## src/hw/qstate_pkg.sv

```systemverilog
////////////////////////////////////////
// Sizes, vector types and allocator states shared by the
// queue state keeper. Imported inside each module body
////////////////////////////////////////

package qstate_pkg;

    ////////////////////////////////////////
    // Buffer geometry
    localparam int NUM_QUEUES     = 8;
    localparam int NUM_PAGES      = 32;
    localparam int WORDS_PER_PAGE = 16;
    localparam int BYTES_PER_WORD = 64;
    localparam int MTU_BYTES      = 960;

    ////////////////////////////////////////
    // Derived widths
    localparam int QUEUE_W    = $clog2(NUM_QUEUES);
    localparam int PAGE_W     = $clog2(NUM_PAGES);
    localparam int WORD_W     = $clog2(WORDS_PER_PAGE);
    localparam int BLEN_W     = $clog2(MTU_BYTES + 1);
    localparam int OCC_W      = $clog2(NUM_PAGES * WORDS_PER_PAGE * BYTES_PER_WORD + 1);
    // Byte count to word count shift
    localparam int BYTE_SHIFT = $clog2(BYTES_PER_WORD);

    typedef logic [QUEUE_W-1:0] queue_id_t;
    typedef logic [PAGE_W-1:0]  page_id_t;
    typedef logic [WORD_W-1:0]  word_idx_t;
    typedef logic [BLEN_W-1:0]  blen_t;
    typedef logic [OCC_W-1:0]   occ_t;
    // Must hold NUM_PAGES itself
    typedef logic [PAGE_W:0]    page_cnt_t;

    // Free list fill after reset, then normal operation
    typedef enum logic {
        alloc_init,
        alloc_run
    } alloc_state_t;

endpackage

```

## src/hw/qstate_ifc.sv

```systemverilog
////////////////////////////////////////
// Internal buses between the trackers and the page allocator
////////////////////////////////////////

`timescale 1ns/1ns

// Page request from the tail side
interface page_alloc_if;
    import qstate_pkg::*;

    logic     req;
    page_id_t prev_page;
    page_id_t grant_page;
    logic     avail;

    modport source (
        output req, prev_page,
        input  grant_page, avail
    );

    modport target (
        input  req, prev_page,
        output grant_page, avail
    );
endinterface

// Page return from the head side
interface page_free_if;
    import qstate_pkg::*;

    logic     free;
    page_id_t free_page;
    page_id_t next_page;
    logic     ready;

    modport source (
        output free, free_page,
        input  next_page, ready
    );

    modport target (
        input  free, free_page,
        output next_page, ready
    );
endinterface

// Byte count updates toward the occupancy tracker
interface occ_update_if;
    import qstate_pkg::*;

    logic      enq_valid;
    queue_id_t enq_queue;
    blen_t     enq_blen;
    logic      deq_valid;
    queue_id_t deq_queue;
    blen_t     deq_blen;

    modport enqueue (output enq_valid, enq_queue, enq_blen);
    modport dequeue (output deq_valid, deq_queue, deq_blen);
    modport receiver (input enq_valid, enq_queue, enq_blen, deq_valid, deq_queue, deq_blen);
endinterface

```

## src/hw/page_allocator.sv

```systemverilog
////////////////////////////////////////
// Free page FIFO and page link table. Grants pages to the tail
// tracker and takes back pages released by the head tracker
////////////////////////////////////////

`timescale 1ns/1ns

module page_allocator (
    input  logic                  core_clk_ifc,
    input  logic                  rst_n,
    page_alloc_if.target          alloc,
    page_free_if.target           page_ret,
    output qstate_pkg::page_cnt_t free_page_count
);
    import qstate_pkg::*;

    alloc_state_t state;
    page_id_t     init_page;
    page_id_t     rd_ptr;
    page_id_t     wr_ptr;
    page_cnt_t    page_count;

    // Free list storage and next-page links
    page_id_t free_fifo [NUM_PAGES];
    page_id_t link_mem  [NUM_PAGES];

    logic     push_valid;
    page_id_t push_page;

    ////////////////////////////////////////
    // Push source selection

    // During init the FIFO is filled with the pages not owned by a queue
    assign push_valid = (state == alloc_init) || page_ret.free;
    assign push_page  = (state == alloc_init) ? init_page : page_ret.free_page;

    assign alloc.avail      = (state == alloc_run) && (page_count != '0);
    assign alloc.grant_page = free_fifo[rd_ptr];

    assign page_ret.next_page = link_mem[page_ret.free_page];
    assign page_ret.ready     = (state == alloc_run);

    assign free_page_count = page_count;

    ////////////////////////////////////////
    // Control state

    always_ff @(posedge core_clk_ifc) begin
        if (!rst_n) begin
            state      <= alloc_init;
            init_page  <= page_id_t'(NUM_QUEUES);
            rd_ptr     <= '0;
            wr_ptr     <= '0;
            page_count <= '0;
        end else begin
            if (state == alloc_init) begin
                init_page <= init_page + 1'b1;
                if (init_page == page_id_t'(NUM_PAGES - 1)) begin
                    state <= alloc_run;
                end
            end
            if (alloc.req) begin
                rd_ptr <= rd_ptr + 1'b1;
            end
            if (push_valid) begin
                wr_ptr <= wr_ptr + 1'b1;
            end
            // Pop and push can meet in one cycle
            page_count <= page_count + page_cnt_t'(push_valid) - page_cnt_t'(alloc.req);
        end
    end

    ////////////////////////////////////////
    // Storage

    always_ff @(posedge core_clk_ifc) begin
        if (push_valid) begin
            free_fifo[wr_ptr] <= push_page;
        end
        // The old tail page now continues on the granted page
        if (alloc.req) begin
            link_mem[alloc.prev_page] <= alloc.grant_page;
        end
    end

endmodule

```

## src/hw/tail_tracker.sv

```systemverilog
////////////////////////////////////////
// Per-queue tail position. Places each enqueued packet and
// requests a new page when the packet reaches the page end
////////////////////////////////////////

`timescale 1ns/1ns

module tail_tracker (
    input  logic                  core_clk_ifc,
    input  logic                  rst_n,
    input  logic                  enq_valid,
    input  qstate_pkg::queue_id_t enq_queue,
    input  qstate_pkg::blen_t     enq_blen,
    output logic                  enq_ready,
    output logic                  enq_resp_valid,
    output qstate_pkg::page_id_t  enq_resp_page,
    output qstate_pkg::word_idx_t enq_resp_word,
    page_alloc_if.source          alloc,
    occ_update_if.enqueue         occ
);
    import qstate_pkg::*;

    word_idx_t tail_word [NUM_QUEUES];
    page_id_t  tail_page [NUM_QUEUES];

    logic              enq_accept;
    logic [BLEN_W:0]   blen_round;
    logic [WORD_W:0]   pkt_words;
    logic [WORD_W:0]   tail_sum;
    logic              need_page;

    // Busy for one cycle after each accepted packet
    assign enq_ready  = !enq_resp_valid && alloc.avail;
    assign enq_accept = enq_valid && enq_ready;

    // Words taken by the packet, rounded up
    assign blen_round = {1'b0, enq_blen} + (BLEN_W + 1)'(BYTES_PER_WORD - 1);
    assign pkt_words  = (WORD_W + 1)'(blen_round >> BYTE_SHIFT);
    assign tail_sum   = {1'b0, tail_word[enq_queue]} + pkt_words;
    assign need_page  = tail_sum >= (WORD_W + 1)'(WORDS_PER_PAGE);

    assign alloc.req       = enq_accept && need_page;
    assign alloc.prev_page = tail_page[enq_queue];

    ////////////////////////////////////////
    // Tail pointers

    always_ff @(posedge core_clk_ifc) begin
        if (!rst_n) begin
            for (int q = 0; q < NUM_QUEUES; q++) begin
                tail_word[q] <= '0;
                // Each queue owns page q from reset
                tail_page[q] <= page_id_t'(q);
            end
            enq_resp_valid <= 1'b0;
            occ.enq_valid  <= 1'b0;
        end else begin
            enq_resp_valid <= enq_accept;
            occ.enq_valid  <= enq_accept;
            if (enq_accept) begin
                if (need_page) begin
                    tail_word[enq_queue] <= word_idx_t'(tail_sum - (WORD_W + 1)'(WORDS_PER_PAGE));
                    tail_page[enq_queue] <= alloc.grant_page;
                end else begin
                    tail_word[enq_queue] <= word_idx_t'(tail_sum);
                end
            end
        end
    end

    ////////////////////////////////////////
    // Response and occupancy payload

    always_ff @(posedge core_clk_ifc) begin
        if (enq_accept) begin
            enq_resp_page <= tail_page[enq_queue];
            enq_resp_word <= tail_word[enq_queue];
            occ.enq_queue <= enq_queue;
            occ.enq_blen  <= enq_blen;
        end
    end

endmodule

```

## src/hw/head_tracker.sv

```systemverilog
////////////////////////////////////////
// Per-queue head position. Reports the read address of each
// dequeued word and returns pages once fully read
////////////////////////////////////////

`timescale 1ns/1ns

module head_tracker (
    input  logic                             core_clk_ifc,
    input  logic                             rst_n,
    input  logic                             deq_valid,
    input  qstate_pkg::queue_id_t            deq_queue,
    input  qstate_pkg::blen_t                deq_blen,
    input  logic [qstate_pkg::NUM_QUEUES-1:0] queue_empty,
    output logic                             deq_resp_valid,
    output qstate_pkg::page_id_t             deq_resp_page,
    output qstate_pkg::word_idx_t            deq_resp_word,
    page_free_if.source                      page_ret,
    occ_update_if.dequeue                    occ
);
    import qstate_pkg::*;

    word_idx_t head_word [NUM_QUEUES];
    page_id_t  head_page [NUM_QUEUES];

    logic deq_accept;
    logic page_end;

    // Requests to an empty queue are dropped
    assign deq_accept = deq_valid && !queue_empty[deq_queue] && page_ret.ready;
    assign page_end   = head_word[deq_queue] == word_idx_t'(WORDS_PER_PAGE - 1);

    assign page_ret.free      = deq_accept && page_end;
    assign page_ret.free_page = head_page[deq_queue];

    always_ff @(posedge core_clk_ifc) begin
        if (!rst_n) begin
            for (int q = 0; q < NUM_QUEUES; q++) begin
                head_word[q] <= '0;
                head_page[q] <= page_id_t'(q);
            end
            deq_resp_valid <= 1'b0;
            occ.deq_valid  <= 1'b0;
        end else begin
            deq_resp_valid <= deq_accept;
            occ.deq_valid  <= deq_accept;
            if (deq_accept) begin
                if (page_end) begin
                    // Follow the link to the queue's next page
                    head_word[deq_queue] <= '0;
                    head_page[deq_queue] <= page_ret.next_page;
                end else begin
                    head_word[deq_queue] <= head_word[deq_queue] + 1'b1;
                end
            end
        end
    end

    always_ff @(posedge core_clk_ifc) begin
        if (deq_accept) begin
            deq_resp_page <= head_page[deq_queue];
            deq_resp_word <= head_word[deq_queue];
            occ.deq_queue <= deq_queue;
            occ.deq_blen  <= deq_blen;
        end
    end

endmodule

```

## src/hw/occupancy_tracker.sv

```systemverilog
////////////////////////////////////////
// Per-queue byte occupancy and empty flags, fed by both the
// enqueue and the dequeue side
////////////////////////////////////////

`timescale 1ns/1ns

module occupancy_tracker (
    input  logic                              core_clk_ifc,
    input  logic                              rst_n,
    occ_update_if.receiver                    occ,
    output logic [qstate_pkg::NUM_QUEUES-1:0] queue_empty
);
    import qstate_pkg::*;

    occ_t occ_bytes [NUM_QUEUES];
    occ_t occ_next  [NUM_QUEUES];

    ////////////////////////////////////////
    // Next occupancy

    // Both updates may hit the same queue in one cycle
    always_comb begin
        for (int q = 0; q < NUM_QUEUES; q++) begin
            occ_next[q] = occ_bytes[q];
            if (occ.enq_valid && (occ.enq_queue == queue_id_t'(q))) begin
                occ_next[q] = occ_next[q] + occ_t'(occ.enq_blen);
            end
            if (occ.deq_valid && (occ.deq_queue == queue_id_t'(q))) begin
                occ_next[q] = occ_next[q] - occ_t'(occ.deq_blen);
            end
        end
    end

    ////////////////////////////////////////
    // Registered counts and flags

    always_ff @(posedge core_clk_ifc) begin
        if (!rst_n) begin
            for (int q = 0; q < NUM_QUEUES; q++) begin
                occ_bytes[q] <= '0;
            end
            queue_empty <= '1;
        end else begin
            for (int q = 0; q < NUM_QUEUES; q++) begin
                occ_bytes[q]   <= occ_next[q];
                queue_empty[q] <= (occ_next[q] == '0);
            end
        end
    end

endmodule

```

## src/hw/qstate_top.sv

```systemverilog
////////////////////////////////////////
// Queue state keeper top. Enqueue and dequeue requests in,
// buffer addresses, empty flags and free page count out
////////////////////////////////////////

`timescale 1ns/1ns

module qstate_top (
    input  logic                              core_clk_ifc,
    input  logic                              rst_n,
    input  logic                              enq_valid,
    input  qstate_pkg::queue_id_t             enq_queue,
    input  qstate_pkg::blen_t                 enq_blen,
    input  logic                              deq_valid,
    input  qstate_pkg::queue_id_t             deq_queue,
    input  qstate_pkg::blen_t                 deq_blen,
    output logic                              enq_ready,
    output logic                              enq_resp_valid,
    output qstate_pkg::page_id_t              enq_resp_page,
    output qstate_pkg::word_idx_t             enq_resp_word,
    output logic                              deq_resp_valid,
    output qstate_pkg::page_id_t              deq_resp_page,
    output qstate_pkg::word_idx_t             deq_resp_word,
    output logic [qstate_pkg::NUM_QUEUES-1:0] queue_empty,
    output qstate_pkg::page_cnt_t             free_page_count
);

    page_alloc_if alloc_bus ();
    page_free_if  free_bus ();
    occ_update_if occ_bus ();

    page_allocator page_allocator_inst (
        .core_clk_ifc    (core_clk_ifc),
        .rst_n           (rst_n),
        .alloc           (alloc_bus),
        .page_ret        (free_bus),
        .free_page_count (free_page_count)
    );

    tail_tracker tail_tracker_inst (
        .core_clk_ifc   (core_clk_ifc),
        .rst_n          (rst_n),
        .enq_valid      (enq_valid),
        .enq_queue      (enq_queue),
        .enq_blen       (enq_blen),
        .enq_ready      (enq_ready),
        .enq_resp_valid (enq_resp_valid),
        .enq_resp_page  (enq_resp_page),
        .enq_resp_word  (enq_resp_word),
        .alloc          (alloc_bus),
        .occ            (occ_bus)
    );

    // Empty flags gate the dequeue side
    head_tracker head_tracker_inst (
        .core_clk_ifc   (core_clk_ifc),
        .rst_n          (rst_n),
        .deq_valid      (deq_valid),
        .deq_queue      (deq_queue),
        .deq_blen       (deq_blen),
        .queue_empty    (queue_empty),
        .deq_resp_valid (deq_resp_valid),
        .deq_resp_page  (deq_resp_page),
        .deq_resp_word  (deq_resp_word),
        .page_ret       (free_bus),
        .occ            (occ_bus)
    );

    occupancy_tracker occupancy_tracker_inst (
        .core_clk_ifc (core_clk_ifc),
        .rst_n        (rst_n),
        .occ          (occ_bus),
        .queue_empty  (queue_empty)
    );

endmodule

```

## config.mk

```make
export PLATFORM = sky130hd
export DESIGN_NAME = qstate_top
export DESIGN_NICKNAME = d
export VERILOG_FILES = /design/src/hw/qstate_pkg.sv /design/src/hw/qstate_ifc.sv /design/src/hw/page_allocator.sv /design/src/hw/tail_tracker.sv /design/src/hw/head_tracker.sv /design/src/hw/occupancy_tracker.sv /design/src/hw/qstate_top.sv
export SDC_FILE = /design/constraint.sdc
export NUM_CORES = 1
export LEC_CHECK = 0
export ABC_AREA = 1
export BUFFER_PORTS_ARGS = -buffer_cell sky130_fd_sc_hd__buf_2
export CORE_MARGIN = 2
export CORE_UTILIZATION = 40
export CTS_CLUSTER_SIZE = 30
export DETAILED_ROUTE_END_ITERATION = 8
export PLACE_DENSITY = 0.51
export SLEW_MARGIN = 20
export SYNTH_ARGS = -nofsm -noshare
export SYNTH_HDL_FRONTEND = slang
export SYNTH_SLANG_ARGS = --single-unit
export TNS_END_PERCENT = 50
```

## constraint.sdc

```tcl
create_clock -name core_clk_ifc -period 5.9 [get_ports core_clk_ifc]
set_input_delay 0.885 -clock core_clk_ifc [delete_from_list [all_inputs] [get_ports core_clk_ifc]]
set_output_delay 0.885 -clock core_clk_ifc [all_outputs]
set_load 0.01 [all_outputs]
```

Word-level counts from Yosys, hierarchy flattened
Memory sizes are Yosys's and may differ from the RTL's. A register that Yosys moved wholly into a read port is not among the register bits.
Cells that the tools add are included.
{"block": "classes", "n_addsub": 25, "multipliers": 0, "div_mod_pow": 0, "order_cmp": 2, "eq_ne": 16, "shift": 0, "mux": 67, "n_bitwise": 11, "n_reduce_logical": 41}
{"operator": "2-to-1 mux 16 bit", "count": 24}
{"operator": "adder 16 x 10 -> 16 bit", "count": 8}
{"operator": "zero test 16 bit", "count": 8}
{"operator": "subtractor 16 x 10 -> 16 bit", "count": 8}
{"operator": "2-to-1 mux 1 bit", "count": 29}
{"operator": "2-to-1 mux 5 bit", "count": 5}
{"operator": "equality test 3 bit, second input constant", "count": 8}
{"operator": "logical AND 1 bit", "count": 23}
{"operator": "2-to-1 mux 4 bit", "count": 4}
{"operator": "adder 5 x 1 -> 5 bit, second input constant", "count": 3}
{"operator": "equality test 3 x 2 -> 1 bit, second input constant", "count": 4}
{"operator": "2-to-1 mux 3 bit", "count": 4}
{"operator": "adder 10 x 6 -> 11 bit, second input constant", "count": 1}
{"operator": "bitwise OR 1 bit", "count": 10}
{"operator": "OR reduction 5 bit", "count": 2}
{"operator": "OR reduction 4 bit", "count": 2}
{"operator": "adder 6 x 1 -> 6 bit", "count": 1}
{"operator": "equality test 3 x 1 -> 1 bit, second input constant", "count": 2}
{"operator": "zero test 3 bit", "count": 2}
{"operator": "nonzero test 6 bit", "count": 1}
{"operator": "subtractor 6 x 1 -> 6 bit", "count": 1}
{"operator": "adder 4 x 5 -> 5 bit", "count": 1}
{"operator": "equality test 5 bit, second input constant", "count": 1}
{"operator": "greater-or-equal comparator 5 bit, second input constant", "count": 1}
{"operator": "8 further kinds", "count": 9}
{"block": "totals", "reg_bits": 76, "latch_bits": 0, "mem_bits_rw": 592, "romBits": 0, "inputBits": 30, "out_inout_bits": 35, "wordCells": 185, "n_memories": 7}
{"memory": "page_allocator_inst.free_fifo", "words": 32, "word_bits": 5, "read_ports": 1, "rd_clocked_by_memory_dff": 1, "write_ports": 1, "line": "page_allocator.sv:24", "text": "page_id_t free_fifo [NUM_PAGES];"}
{"memory": "page_allocator_inst.link_mem", "words": 32, "word_bits": 5, "read_ports": 1, "rd_clocked_by_memory_dff": 0, "write_ports": 1, "line": "page_allocator.sv:25", "text": "page_id_t link_mem [NUM_PAGES];"}
{"memory": "occupancy_tracker_inst.occ_bytes", "words": 8, "word_bits": 16, "read_ports": 8, "rd_clocked_by_memory_dff": 0, "write_ports": 8, "line": "occupancy_tracker.sv:16", "text": "occ_t occ_bytes [NUM_QUEUES];"}
{"memory": "head_tracker_inst.head_page", "words": 8, "word_bits": 5, "read_ports": 1, "rd_clocked_by_memory_dff": 0, "write_ports": 8, "line": "head_tracker.sv:24", "text": "page_id_t head_page [NUM_QUEUES];"}
{"memory": "tail_tracker_inst.tail_page", "words": 8, "word_bits": 5, "read_ports": 1, "rd_clocked_by_memory_dff": 0, "write_ports": 8, "line": "tail_tracker.sv:24", "text": "page_id_t tail_page [NUM_QUEUES];"}
{"memory": "head_tracker_inst.head_word", "words": 8, "word_bits": 4, "read_ports": 1, "rd_clocked_by_memory_dff": 0, "write_ports": 8, "line": "head_tracker.sv:23", "text": "word_idx_t head_word [NUM_QUEUES];"}
{"memory": "1 more memories"}

Longest topological paths before layout
Gate-level depths: netlist (run 1).
{"block": "logic_depth", "word_depth": 11, "mapped_depth": 27, "mapped_depth_nobuf": 27}

Modules after synthesis
From an unflattened synthesis (run 1), not the netlist that was laid out.
{"block": "hier_totals", "hier_cells": 5067, "hier_area_um2": 39795.7}
{"mod": "occupancy_tracker", "instances": 1, "cells_each": 2929, "area_each_um2": 16472.0, "seq_area_each_um2": 2722.6}
{"mod": "page_allocator", "instances": 1, "cells_each": 1334, "area_each_um2": 14649.0, "seq_area_each_um2": 10149.7}
{"mod": "tail_tracker", "instances": 1, "cells_each": 408, "area_each_um2": 4345.4, "seq_area_each_um2": 2842.7}
{"mod": "head_tracker", "instances": 1, "cells_each": 396, "area_each_um2": 4329.2, "seq_area_each_um2": 2842.7}

Least setup slack after synthesis (run 1)
OpenSTA, ideal clock, no wires.
{"block": "synth_path", "path_type": "input-to-reg", "startpoint": "input enq_queue[0]", "endpoint": "register page_allocator_inst.page_count[4] (netlist: page_allocator_inst.free_page_count[4])", "arrival_time_ns": 4.479, "slack_ns": 1.301, "stages": 24, "path_buffers": 2, "path_cell_list": "buf_2 > nor3_1 > clkbuf_1 > a22o_1 > a221oi_1 > nand4_1 > ha_1 > fa_1 > nand3_1 > nand2_1 > or2_2 > nand2_2 > nor2_2 > ha_1 > inv_1 > ha_1 > inv_1 > fa_1 > nor2_1 > nor2_1 > nor2_1 > nor2_1 > o21ai_0 > a21oi_1"}
{"block": "synth_via", "elab_chain_cells": 5}
{"element": "start: declaration", "line": "qstate_top.sv:12", "text": "input qstate_pkg::queue_id_t enq_queue,"}
{"element": "memory (8 x 4 bit)"}
{"element": "adder 4 x 5 -> 5 bit", "line": "tail_tracker.sv:39", "text": "assign tail_sum = {1'b0, tail_word[enq_queue]} + pkt_words;"}
{"element": "greater-or-equal comparator 5 bit", "line": "tail_tracker.sv:40", "text": "assign need_page = tail_sum >= (WORD_W + 1)'(WORDS_PER_PAGE);"}
{"element": "logical AND 1 bit", "line": "tail_tracker.sv:42", "text": "assign alloc.req = enq_accept && need_page;"}
{"element": "via alloc_bus.req", "line": "qstate_ifc.sv:11", "text": "logic req;"}
{"element": "subtractor 6 x 1 -> 6 bit", "line": "page_allocator.sv:69", "text": "page_count <= page_count + page_cnt_t'(push_valid) - page_cnt_t'(alloc.req);"}
{"element": "end signal: assignment", "line": "page_allocator.sv:69"}
{"element": "end: declaration", "line": "page_allocator.sv:21", "text": "page_cnt_t page_count;"}
The timed path passes the listed nets, and every way through them passes these cells.
A chain may end at the register's enable or synchronous reset.

Final worst setup path (run 1)
{"block": "layout_path", "startpoint": "input enq_queue[0]", "endpoint": "memory page_allocator_inst.link_mem[1][0] (netlist name) (enable)"}
{"block": "layout_via", "elab_chain_cells": 6, "elab_cells_between_ends": 7, "classes_between": "add/sub (1); order compare (1); mux (2); reduce/logical (1); memory (2)"}
{"element": "memory (8 x 4 bit)"}
{"element": "adder 4 x 5 -> 5 bit", "line": "tail_tracker.sv:39"}
{"element": "greater-or-equal comparator 5 bit", "line": "tail_tracker.sv:40"}
{"element": "logical AND 1 bit", "line": "tail_tracker.sv:42"}
{"element": "via alloc_bus.req", "line": "qstate_ifc.sv:11"}
{"element": "2-to-1 mux 1 bit", "line": "page_allocator.sv:81", "text": "if (alloc.req) begin"}
{"element": "2-to-1 mux 1 bit (implied by the code)", "line": "page_allocator.sv:82", "text": "link_mem[alloc.prev_page] <= alloc.grant_page;"}
{"element": "end: declaration", "line": "page_allocator.sv:25"}
The timed path passes the listed nets, and every way through them passes these cells.

==> results.py, run 1 <==
metrics = {
    "worst_setup_path": {
        "worst_setup_path_end_kind": "flip-flop",
        "cp.depth": 17,
        "reg2reg_depth": 24,
        "crit_path_end": "page_allocator_inst.link_mem[1][0]$_DFFE_PP_",
        "r2r_slack_ns": 1.54,
        "start_kind": "primary input",
        "crit_chain": "buf_2 -> inv_1 -> nor3_2 -> a22o_1 -> a221oi_1 -> nand4_1 -> ha_1 -> fa_1 -> nand3_1 -> nand2_1 -> nand2_1 -> nand2_2 -> nor2_2 -> inv_1 -> a21oi_1 -> nand2_1 -> nor2_1",
        "cp_data_arrival_time_ns": 4.79,
        "crit_path_frequent_cell": "nand2_1",
        "rr_startpoint": "tail_tracker_inst.occ.enq_queue[1]$_DFFE_PP_",
        "r2r-end": "occupancy_tracker_inst.queue_empty[1]$_SDFF_PN1_",
        "critPathTopFamily": "simple AND/OR/NAND/NOR gates",
        "cp.required_ns": 6.18,
        "worst-setup-path-type": "primary input to flip-flop",
        "critPathMaxFanout": 8,
        "cpPeakStageDelay_ns": 0.51,
        "startpoint": "enq_queue[0]",
        "cp_slowest_cell": "nor2_1",
        "path_buf_inv": 3,
    },
    "routing": {
        "wl_per_cell_um": 17.7,
        "drc": 0,
        "first_pass_iters": 5,
        "vias_per_cell": 5.08,
        "wl_mm": 110,
        "dr_total_vias": 31700,
        "drtIter0Drc": 2071,
        "ant_nets": 0,
    },
    "clock_network": {
        "htreeDepth": 3,
        "cts-resized-gates": 0,
        "clock_latency_ns": 0.66,
        "cts_tree": "done",
        "holdBufCountCts": 0,
        "clockBufferDepth": 3,
        "cts_buffers": 80,
        "path_clk_slew_ns": 0.05,
        "cts-root-buf": "clkbuf_16",
        "clock-sinks": 673,
        "cts_setup_buffers": 0,
    },
    "placed_design": {
        "post-place-ws_ns": 0.735,
        "gp_congestion": 0.826,
        "io_buffers": 64,
        "dp.cells": 6097,
        "dpl-instance-area_um2": 40900,
        "dp_hpwl_mm": 79.3,
    },
    "grt": {
        "grt_first_pass_wirelength_mm": 170,
        "grt_max_degree": 93,
        "first_global_vias": 30200,
        "grt_usage_pct": 21.8,
        "gr-total-overflow": 0,
        "antenna_found_initial": 3,
    },
    "synth": {
        "syn-cell-area_um2": 39100,
        "yosysUniqueCellTypes": 58,
        "ys_async_sr_fraction_pct": 0,
        "synth_flop_cell": "edfxtp_1",
        "ys_ff_latch": 673,
        "yosys_warnings": 0,
        "synthesis.nets": 5057,
        "ys_seq_area_share_pct": 47.5,
        "synth_cells": 4829,
        "avgSynthCellArea_um2": 8.10,
        "synth_edf_count": 508,
    },
    "timing": {
        "drv_slew": 0,
        "fin_setup_tns_ns": 0,
        "finalCritPeriodShare_pct": 76.3,
        "min_period_ns": 4.50,
        "setup_viol": 0,
        "fin_skew_ns": 0.0305,
        "hold_viol": 0,
        "max-slew-margin-rel_pct": 26.4,
        "tightest_slew_ns": 1.10,
        "max_freq_mhz": 222,
        "rsz0062_at_grt": "false",
        "layout_setup_ws_ns": 1.40,
    },
    "die": {
        "io_pins": 65,
        "die_w_um": 317,
        "initial_utilization_pct": 40.4,
        "die_h_um": 317,
        "core-area_um2": 96900,
        "die_area_um2": 100000,
        "placementRows": 114,
    },
    "final_layout": {
        "final_layout_size_suffix_gt1_share_pct": 7.47,
        "num_antenna_cells": 0,
        "syn_to_final_growth_pct": 11.3,
        "final_cell_count_no_fill": 6245,
        "nets": 5131,
        "layout_common_cells": "1260 x nand2_1, 619 x inv_1, 617 x nor2_1",
        "final_cell_area_um2": 43500,
        "final_common_cell": "nand2_1",
    },
    "power_and_ir_drop": {
        "irDropWorstVdd_v": 0.000224,
        "clkPwrFrac_pct": 45.8,
        "internal-power_mw": 8.25,
        "p_seq_share_pct": 47.9,
        "power_density_nw_per_um2": 249,
        "switching_share_pct": 23.9,
        "p_sw_mw": 2.59,
        "power.leakage_nw": 19.5,
        "pwr-share-comb_pct": 6.3,
    },
    "outcome": {
        "status": "complete, no violations",
    },
    "worst_hold_path": {
        "min_path_type": "primary input to flip-flop",
        "whs_path_depth": 1,
    },
    "job": {
        "drv_cap": 0,
    },
}
## power by group through the flow
stage	clock network (mW)	registers [mW]	logic [mW]
floorplan	0	5.29	0.438
global placement	0	5.29	0.689
detailed placement	0	5.29	0.688
CTS	5.07	5.19	0.691
global route	5.26	5.19	0.750
finish	4.96	5.19	0.682
## how the worst min path moves through the flow
stage,endpoint,start
2_1_floorplan,flip-flop,page_allocator_inst.rd_ptr[4]$_SDFFE_PN0P_
3_3_place_gp,page_allocator_inst.rd_ptr[4]$_SDFFE_PN0P_,page_allocator_inst.rd_ptr[4]$_SDFFE_PN0P_
3_5_place_dp,page_allocator_inst.rd_ptr[4]$_SDFFE_PN0P_,page_allocator_inst.rd_ptr[4]$_SDFFE_PN0P_
4_1_cts,head_tracker_inst.occ.deq_blen[1]$_DFFE_PP_,deq_blen[1]
5_1_grt,head_tracker_inst.occ.deq_blen[5]$_DFFE_PP_,deq_blen[5]
6_report,head_tracker_inst.occ.deq_blen[1]$_DFFE_PP_,deq_blen[1]
## cell usage after synthesis (58+ instances only)
library cell | count | area [um^2]
a21oi_1 | 173 | 866
nor2_1 | 617 | 2320
nand3_1 | 454 | 2270
o21ai_0 | 195 | 976
edfxtp_1 | 508 | 15300
or2_2 | 58 | 363
ha_1 | 180 | 2250
nand2_1 | 1260 | 4730
dfxtp_1 | 165 | 3300
clkbuf_1 | 61 | 229
inv_1 | 621 | 2330
o211ai_1 | 78 | 586
## logic make-up (layout without fill, tap and decap cells)
family / after synthesis / in the layout / synth area share [%]
and+or+nand+nor: 2540 / 2540 / 27.6
buffers and inverters: 757 / 897 / 7.57
DFF: 673 / 673 / 47.5
AOI/OAI and AO/OA: 607 / 607 / 9.48
adders and majority gates: 198 / 198 / 6.68
xor gates and xnor gates: 54 / 54 / 1.21
## per-layer routing
| layer | part of all wire (%) | GRT usage [%] |
|---|---|---|
| met2 | 47 | 36.4 |
| met5 | 0 | 0 |
| met1 | 46 | 28.9 |
| met4 | 3.4 | 7.71 |
| met3 | 4.1 | 3.20 |
## per-stage QoR
stage	power, mW	util, %	hold WS (ns)
after floorplan	5.72	-	0.412
after global placement	5.98	42.2	0.445
after detailed placement	5.98	42.2	0.450
after CTS	11.0	45.0	0.383
after global routing	11.2	45.0	0.393
final	10.8	45.0	0.429
## flip-flops by register name, summed over array words and instances, names as in the netlist, 10 cells and up, named ones only
register / flops
occupancy_tracker_inst.occ_bytes: 128
page_allocator_inst.link_mem: 160
head_tracker_inst.head_page: 40
tail_tracker_inst.tail_page: 40
tail_tracker_inst.tail_word: 32
tail_tracker_inst.occ.enq_blen: 10
page_allocator_inst.free_fifo: 160
head_tracker_inst.occ.deq_blen: 10
head_tracker_inst.head_word: 32
## worst reg2reg max path, delay by kind of cell (launching register included)
family | cells | cell delay [ns]
AO/OA/AOI/OAI | 2 | 0.42
adder cells (fa/ha/maj) | 2 | 0.63
buffers and inverters | 6 | 0.78
flip-flops | 1 | 0.58
AND/OR/NAND/NOR | 14 | 1.85
## area by class of cell
| class | count | area (um^2) |
|---|---|---|
| Fill cell | 9682 | 53300 |
| Tap cell | 1276 | 1600 |
| Inverter | 641 | 2410 |
| Timing Repair Buffer | 108 | 651 |
| Sequential cell | 673 | 18600 |
| Clock inverter | 42 | 467 |
| Clock buffer | 106 | 2170 |
| Multi-Input combinational cell | 3399 | 17700 |
Power figures use the tool's default switching activity.
==> inputs of run 2 (changes only) <==
Settings changed: ABC_AREA 1 to 0.
Clock period 5.9 ns to 4.4 ns, I/O delays scaled along.
==> run 2 against run 1 <==
Net effect:
- the run now ends with setup timing left
- sequential power is 34% higher
- critical path depth stayed put
- cell count is 22% lower
- flip-flop and latch count stayed put
- non-clock buffer count is 239 higher
- hold slack worse by 0.24 ns
- synthesized cell count is 32% lower
- clock skew is 0.0083 ns higher
- setup slack worse by 1.5 ns
- combinational power is 45% higher
- critical endpoint is now occupancy_tracker_inst.queue_empty[5]$_SDFF_PN1_
- largest power group unchanged
- highest routed layer is now met5
==> results.py, run 2 <==
metrics = {
    "outcome": {
        "status": "finished with violations",
        "failed_checks": "setup timing",
    },
    "synth": {
        "synth_cells": 3290,
        "synth_top_area_share_pct": 41.2,
        "synth.area.top_cells": "edfxtp_1 41%, dfxtp_1 8.9%, ha_1 6.1%, mux2i_1 5.1%, mux4_2 4.6%",
        "synthesis.nets": 3518,
        "ys_ff_latch": 673,
        "yosys_warnings": 0,
        "ys_seq_area_share_pct": 50.2,
        "yosysUniqueCellTypes": 95,
        "synth_most_common_cell": "edfxtp_1",
        "yosysTopAreaCell": "edfxtp_1",
        "synth_commonest_cells": "508 x edfxtp_1, 370 x nor2_1, 261 x nand2_1, 189 x mux2i_1, 180 x ha_1",
        "syn-cell-area_um2": 37000,
        "avgSynthCellArea_um2": 11.2,
        "synth_edf_count": 508,
        "synth_flop_cell": "edfxtp_1",
        "ys_async_sr_fraction_pct": 0,
    },
    "die": {
        "die_h_um": 308,
        "initial_utilization_pct": 40.4,
        "io_pins": 65,
        "core-area_um2": 91700,
        "die_w_um": 308,
        "die_area_um2": 94900,
        "placementRows": 111,
    },
    "final_layout": {
        "nets": 3823,
        "final_layout_size_suffix_gt1_share_pct": 20.8,
        "layout_common_cells": "508 x edfxtp_1, 367 x nor2_1, 276 x buf_4",
        "final_cell_count_no_fill": 4848,
        "final_common_cell": "edfxtp_1",
        "largest_registers": "page_allocator_inst.free_fifo (160), page_allocator_inst.link_mem (160), occupancy_tracker_inst.occ_bytes (128)",
        "syn_to_final_growth_pct": 18.7,
    },
    "timing": {
        "min_period_ns": 4.47,
        "setup_viol": 2,
        "drv_slew": 0,
        "rsz0062_at_grt": "true",
        "hold_viol": 0,
        "max-slew-margin-rel_pct": 33.0,
        "max_freq_mhz": 224,
        "holdWs_ns": 0.192,
        "finalCritPeriodShare_pct": 102,
        "tightest_slew_ns": 1.00,
        "layout_setup_ws_ns": -0.0687,
        "fin_skew_ns": 0.0388,
    },
    "worst_setup_path": {
        "r2r_slack_ns": -0.07,
        "cp.required_ns": 4.95,
        "critPathMaxFanout": 6,
        "crit_path_frequent_cell": "xor2_1",
        "start_kind": "flip-flop",
        "cpPeakStageDelay_ns": 0.53,
        "cp_slowest_cell": "or4_1",
        "cp_data_arrival_time_ns": 5.02,
        "critPathTopFamily": "compound AO/OA/AOI/OAI gates",
        "crit_chain": "buf_4 -> ha_1 -> fa_2 -> a21oi_2 -> o21bai_1 -> xor2_1 -> mux2_2 -> ha_4 -> nand3_1 -> o2111ai_2 -> a21o_1 -> a21oi_1 -> o211ai_1 -> mux2i_1 -> xor2_1 -> or4_1 -> o41ai_2",
        "worst_setup_path_end_kind": "flip-flop",
        "path_buf_inv": 1,
        "worst-setup-path-type": "flip-flop to flip-flop",
    },
    "grt": {
        "grt_max_degree": 43,
        "grt_first_pass_wirelength_mm": 155,
        "first_global_vias": 27000,
        "grt_usage_pct": 21.2,
        "gr-total-overflow": 0,
        "antenna_found_initial": 3,
    },
    "routing": {
        "ant_nets": 0,
        "wl_mm": 102,
        "first_pass_iters": 7,
        "wl_per_cell_um": 21.0,
        "drc": 0,
        "dr_total_vias": 26900,
        "drtIter0Drc": 1949,
        "vias_per_cell": 5.55,
    },
    "clock_network": {
        "cts_tree": "done",
        "path_clk_slew_ns": 0.06,
        "holdBufCountCts": 0,
        "clock-sinks": 673,
        "cts-root-buf": "clkbuf_16",
        "clock_latency_ns": 0.66,
        "htreeDepth": 3,
        "clockBufferDepth": 3,
        "cts_buffers": 79,
    },
    "job": {
        "drv_cap": 0,
    },
    "power_and_ir_drop": {
        "irDropWorstVdd_v": 0.000305,
        "power.leakage_nw": 16.9,
        "fin_total_pwr_mw": 14.4,
        "power_density_nw_per_um2": 327,
    },
    "placed_design": {
        "io_buffers": 64,
        "dp_hpwl_mm": 72.8,
        "gp_congestion": 0.873,
        "dp.cells": 4671,
    },
    "worst_hold_path": {
        "min_path_type": "primary input to flip-flop",
    },
}
-- run 2: changes by cell type after synthesis, moves of 90 or more --
cell / previous run / this run
nand2_1: 1260 / 261
xnor2_1: 22 / 112
nor2_1: 617 / 370
mux2i_1: 0 / 189
inv_1: 621 / 110
nand3_1: 454 / 78
-- run 2: report_power, final --
part           switching (mW)  internal (mW)  total [mW]
Clock                    2.77           3.64        6.41
Sequential             0.0513           6.93        6.98
Combinational           0.627          0.362       0.989
Total                    3.44           10.9        14.4
-- run 2: layer usage --
| layer | global-route usage [%] | vias up | share of wire, % | wire [um] |
|---|---|---|---|---|
| met4 | 8.75 | 2 | 4.0 | 4080 |
| met1 | 28.3 | 13300 | 45 | 45900 |
| met2 | 34.3 | 556 | 46 | 47100 |
| li1 | - | 12900 | - | - |
| met3 | 3.53 | 182 | 4.5 | 4600 |
| met5 | 0 | - | 0.016 | 16 |
-- run 2: layout make-up --
class	instances	area [um^2]
multi-input cells	2382	18400
clock buffers	98	2090
inverters	112	422
diodes	1	2.50
clock inverters	49	438
repair buffers	347	2530
flip-flops and latches	673	18600
fillers	8281	47700
well taps	1186	1480
-- run 2: logic make-up (layout without fill, tap and decap cells) --
| kind of cell | count (synthesis) | after routing | synth area share, % |
|---|---|---|---|
| AO/OA/AOI/OAI | 596 | 596 | 10.8 |
| XOR/XNOR | 189 | 189 | 4.55 |
| adder cells (fa/ha/maj) | 198 | 198 | 7.06 |
| buffers and inverters | 235 | 606 | 2.48 |
| flip-flops | 673 | 673 | 50.2 |
| multiplexers | 295 | 295 | 10.7 |
| other | 0 | 1 | 0 |
| AND/OR/NAND/NOR | 1104 | 1104 | 14.3 |
-- run 2: worst paths after layout --
check	from	to	cells after the start
hold / removal	deq_blen[0]	head_tracker_inst.occ.deq_blen[0]$_DFFE_PP_	1
setup / recovery	tail_tracker_inst.occ.enq_blen[0]$_DFFE_PP_	occupancy_tracker_inst.queue_empty[5]$_SDFF_PN1_	17
hold reg to reg	occupancy_tracker_inst.occ_bytes[0][126]$_SDFF_PN0_	occupancy_tracker_inst.occ_bytes[0][126]$_SDFF_PN0_	2
setup reg to reg	tail_tracker_inst.occ.enq_blen[0]$_DFFE_PP_	occupancy_tracker_inst.queue_empty[5]$_SDFF_PN1_	17
-- run 2: per-stage QoR --
step / worst slack, ns / setup TNS (ns) / util (%) / instance area, um^2
global placement: -0.133 / -0.321 / 44.1 / 40400
detailed placement: -0.185 / -1.47 / 44.1 / 40400
finish: -0.0687 / -0.0724 / 47.9 / 43900
floorplan: -0.0526 / -0.115 / - / 37100
global route: -0.275 / -1.13 / 47.9 / 43900
CTS: -0.0347 / -0.0347 / 47.1 / 43200
-- run 2: what timing repair did --
item | 4_1_cts | 5_1_grt
pin swaps | 17 | 61
endpoints found under the setup margin | 9 | 22
setup buffers | 8 | 23
gates resized for setup | 45 | 143
gates cloned | 0 | 0
-- run 2: worst reg2reg max path, stage by stage, from the launching register on --
cell and delay (ns):
edfxtp_1 0.46, buf_4 0.20, ha_1 0.23, fa_2 0.37, a21oi_2 0.19, o21bai_1 0.10
xor2_1 0.14, mux2_2 0.30, ha_4 0.31, nand3_1 0.10, o2111ai_2 0.24, a21o_1 0.15
a21oi_1 0.09, o211ai_1 0.38, mux2i_1 0.28, xor2_1 0.11, or4_1 0.53, o41ai_2 0.21
==> inputs of run 3 (changes only) <==
Settings changed: ABC_CLOCK_PERIOD_IN_PS set to 4400, CORE_MARGIN 2 to not set, CTS_CLUSTER_DIAMETER set to 200.
==> run 3 against run 2 <==
Net effect:
- the flow still finishes with violations (setup timing)
- core utilization decreased by 1.9 points
- power decreased by 22%
- via count down 1.4%
- critical path depth rose by 7
- first-iteration DRC count fell by 10%
- sequential power barely moved
- hold slack lost 0.020 ns
- combinational power about the same
- die area is 1.3% lower
- sequential share of layout area up 1.7 points
- non-clock buffer count rose by 9
- global-route usage is 0.38 points lower
- critical endpoint is now occupancy_tracker_inst.queue_empty[2]$_SDFF_PN1_
- highest routed layer unchanged
==> results.py, run 3 (synthesis results as in run 2) <==
metrics = {
    "placed_design": {
        "dp_hpwl_mm": 72.1,
        "dpl-instance-area_um2": 40400,
        "io_buffers": 64,
        "post-place-ws_ns": -0.230,
        "gp_congestion": 0.872,
    },
    "routing": {
        "drtIter0Drc": 1752,
        "first_pass_iters": 5,
        "drc": 0,
        "wl_mm": 99.7,
        "vias_per_cell": 5.57,
        "dr_total_vias": 26500,
        "wl_per_cell_um": 20.9,
        "ant_nets": 0,
    },
    "final_layout": {
        "largest_registers": "page_allocator_inst.free_fifo (160), page_allocator_inst.link_mem (160), occupancy_tracker_inst.occ_bytes (128)",
        "final_cell_area_um2": 42200,
        "nets": 3779,
        "final_layout_size_suffix_gt1_share_pct": 18.9,
        "final_common_cell": "edfxtp_1",
        "syn_to_final_growth_pct": 14.1,
        "utilization_pct": 46.0,
        "layout_common_cells": "508 x edfxtp_1, 368 x nor2_1, 281 x buf_4",
    },
    "timing": {
        "holdWs_ns": 0.172,
        "tightest_slew_ns": 1.00,
        "setup_viol": 1,
        "hold_viol": 0,
        "finalCritPeriodShare_pct": 102,
        "rsz0062_at_grt": "true",
        "layout_setup_ws_ns": -0.0760,
        "max-slew-margin-rel_pct": 33.2,
        "fin_skew_ns": 0.0561,
        "min_period_ns": 4.48,
        "max_freq_mhz": 223,
        "drv_slew": 0,
    },
    "clock_network": {
        "cts-root-buf": "clkbuf_16",
        "clock-sinks": 673,
        "clockBufferDepth": 3,
        "clock_latency_ns": 0.65,
        "cts_tree": "done",
        "cts_buffers": 26,
        "path_clk_slew_ns": 0.13,
        "htreeDepth": 1,
    },
    "die": {
        "die_area_um2": 93700,
        "die_h_um": 306,
        "initial_utilization_pct": 40.4,
        "core-area_um2": 91700,
        "placementRows": 111,
        "io_pins": 65,
        "die_w_um": 306,
    },
    "worst_setup_path": {
        "reg2reg_depth": 24,
        "worst-setup-path-type": "flip-flop to flip-flop",
        "r2r_slack_ns": -0.08,
        "critPathMaxFanout": 3,
        "cp_slowest_cell": "or4b_4",
        "cp_data_arrival_time_ns": 5.04,
        "start_kind": "flip-flop",
        "startpoint": "tail_tracker_inst.occ.enq_blen[0]$_DFFE_PP_",
        "cpPeakStageDelay_ns": 0.55,
        "rr_startpoint": "tail_tracker_inst.occ.enq_blen[0]$_DFFE_PP_",
        "cp.required_ns": 4.96,
        "crit_path_frequent_cell": "buf_4",
        "crit_chain": "buf_6 -> ha_2 -> fa_2 -> a211oi_4 -> o21bai_1 -> a21oi_2 -> xor2_1 -> buf_4 -> buf_4 -> buf_4 -> buf_4 -> buf_4 -> buf_4 -> buf_4 -> buf_4 -> buf_4 -> buf_4 -> buf_4 -> buf_4 -> o31a_1 -> nand4_1 -> or4_4 -> or4b_4 -> o41ai_2",
        "r2r-end": "occupancy_tracker_inst.queue_empty[2]$_SDFF_PN1_",
        "worst_setup_path_end_kind": "flip-flop",
    },
    "grt": {
        "gr-total-overflow": 0,
        "grt_usage_pct": 20.9,
        "grt_max_degree": 66,
        "antenna_found_initial": 1,
        "grt_first_pass_wirelength_mm": 153,
        "first_global_vias": 26700,
    },
    "power_and_ir_drop": {
        "power.leakage_nw": 16.1,
        "irDropWorstVdd_v": 0.000222,
        "power_density_nw_per_um2": 265,
    },
    "worst_hold_path": {
        "hold_end": "head_tracker_inst.occ.deq_blen[4]$_DFFE_PP_",
        "min_from": "deq_blen[4]",
        "whs_path_depth": 1,
        "min_path_type": "primary input to flip-flop",
    },
    "job": {
        "drv_cap": 0,
    },
    "outcome": {
        "failed_checks": "setup timing",
        "status": "finished with violations",
    },
}
==> run 3: stage by stage <==
step	instances	TNS, ns	total power, mW
after floorplan	3290	-0.115	7.71
after global placement	4662	-0.350	8.11
after detailed placement	4662	-0.915	8.13
after CTS	4731	-0.155	11.3
after global routing	4757	-1.13	11.6
final	4758	-0.0760	11.2
==> run 3: where the power goes <==
group | total (mW) | switching (mW) | leakage [nW] | internal (mW)
sequential | 6.96 | 0.0387 | 6.03 | 6.92
combinational | 1.02 | 0.643 | 9.68 | 0.372
clock | 3.20 | 2.00 | 0.367 | 1.21
==> run 3: metal layers <==
metal	share of wire (%)	GRT usage, %
met5	0.012	0
met3	4.0	1.80
met4	2.0	4.49
met2	49	36.6
met1	45	28.0
==> run 3: worst max path at each step <==
stage	end	cells past startpoint
finish	occupancy_tracker_inst.queue_empty[2]$_SDFF_PN1_	24
global route	occupancy_tracker_inst.queue_empty[2]$_SDFF_PN1_	19
CTS	occupancy_tracker_inst.queue_empty[2]$_SDFF_PN1_	18
detailed placement	occupancy_tracker_inst.queue_empty[2]$_SDFF_PN1_	16
global placement	occupancy_tracker_inst.queue_empty[0]$_SDFF_PN1_	14
floorplan	page_allocator_inst.free_page_count[4]$_SDFF_PN0_	23
==> run 3: worst max-delay path: cells and delay by family (launching register included) <==
family                   cells  cell delay (ns)
buffers and inverters       13             1.27
AND/OR/NAND/NOR              3             1.10
AO/OA/AOI/OAI                5             0.85
adder cells (fa/ha/maj)      2             0.56
flip-flops                   1             0.43
XOR/XNOR                     1             0.21
==> run 3: repair_timing <==
item	CTS	global route
pin swaps	19	51
setup endpoints to repair	9	21
resized for setup	42	133
hold buffers	0	0
buffers inserted	21	26
==> run 3: cell type report <==
type | count | area [um^2]
inverter | 112 | 423
antenna | 1 | 2.50
fill | 8420 | 49500
sequential | 673 | 18600
clock buffer | 44 | 718
multi-input combinational | 2382 | 18300
tap | 1186 | 1480
clock inverter | 4 | 62.6
timing repair buffer | 356 | 2650
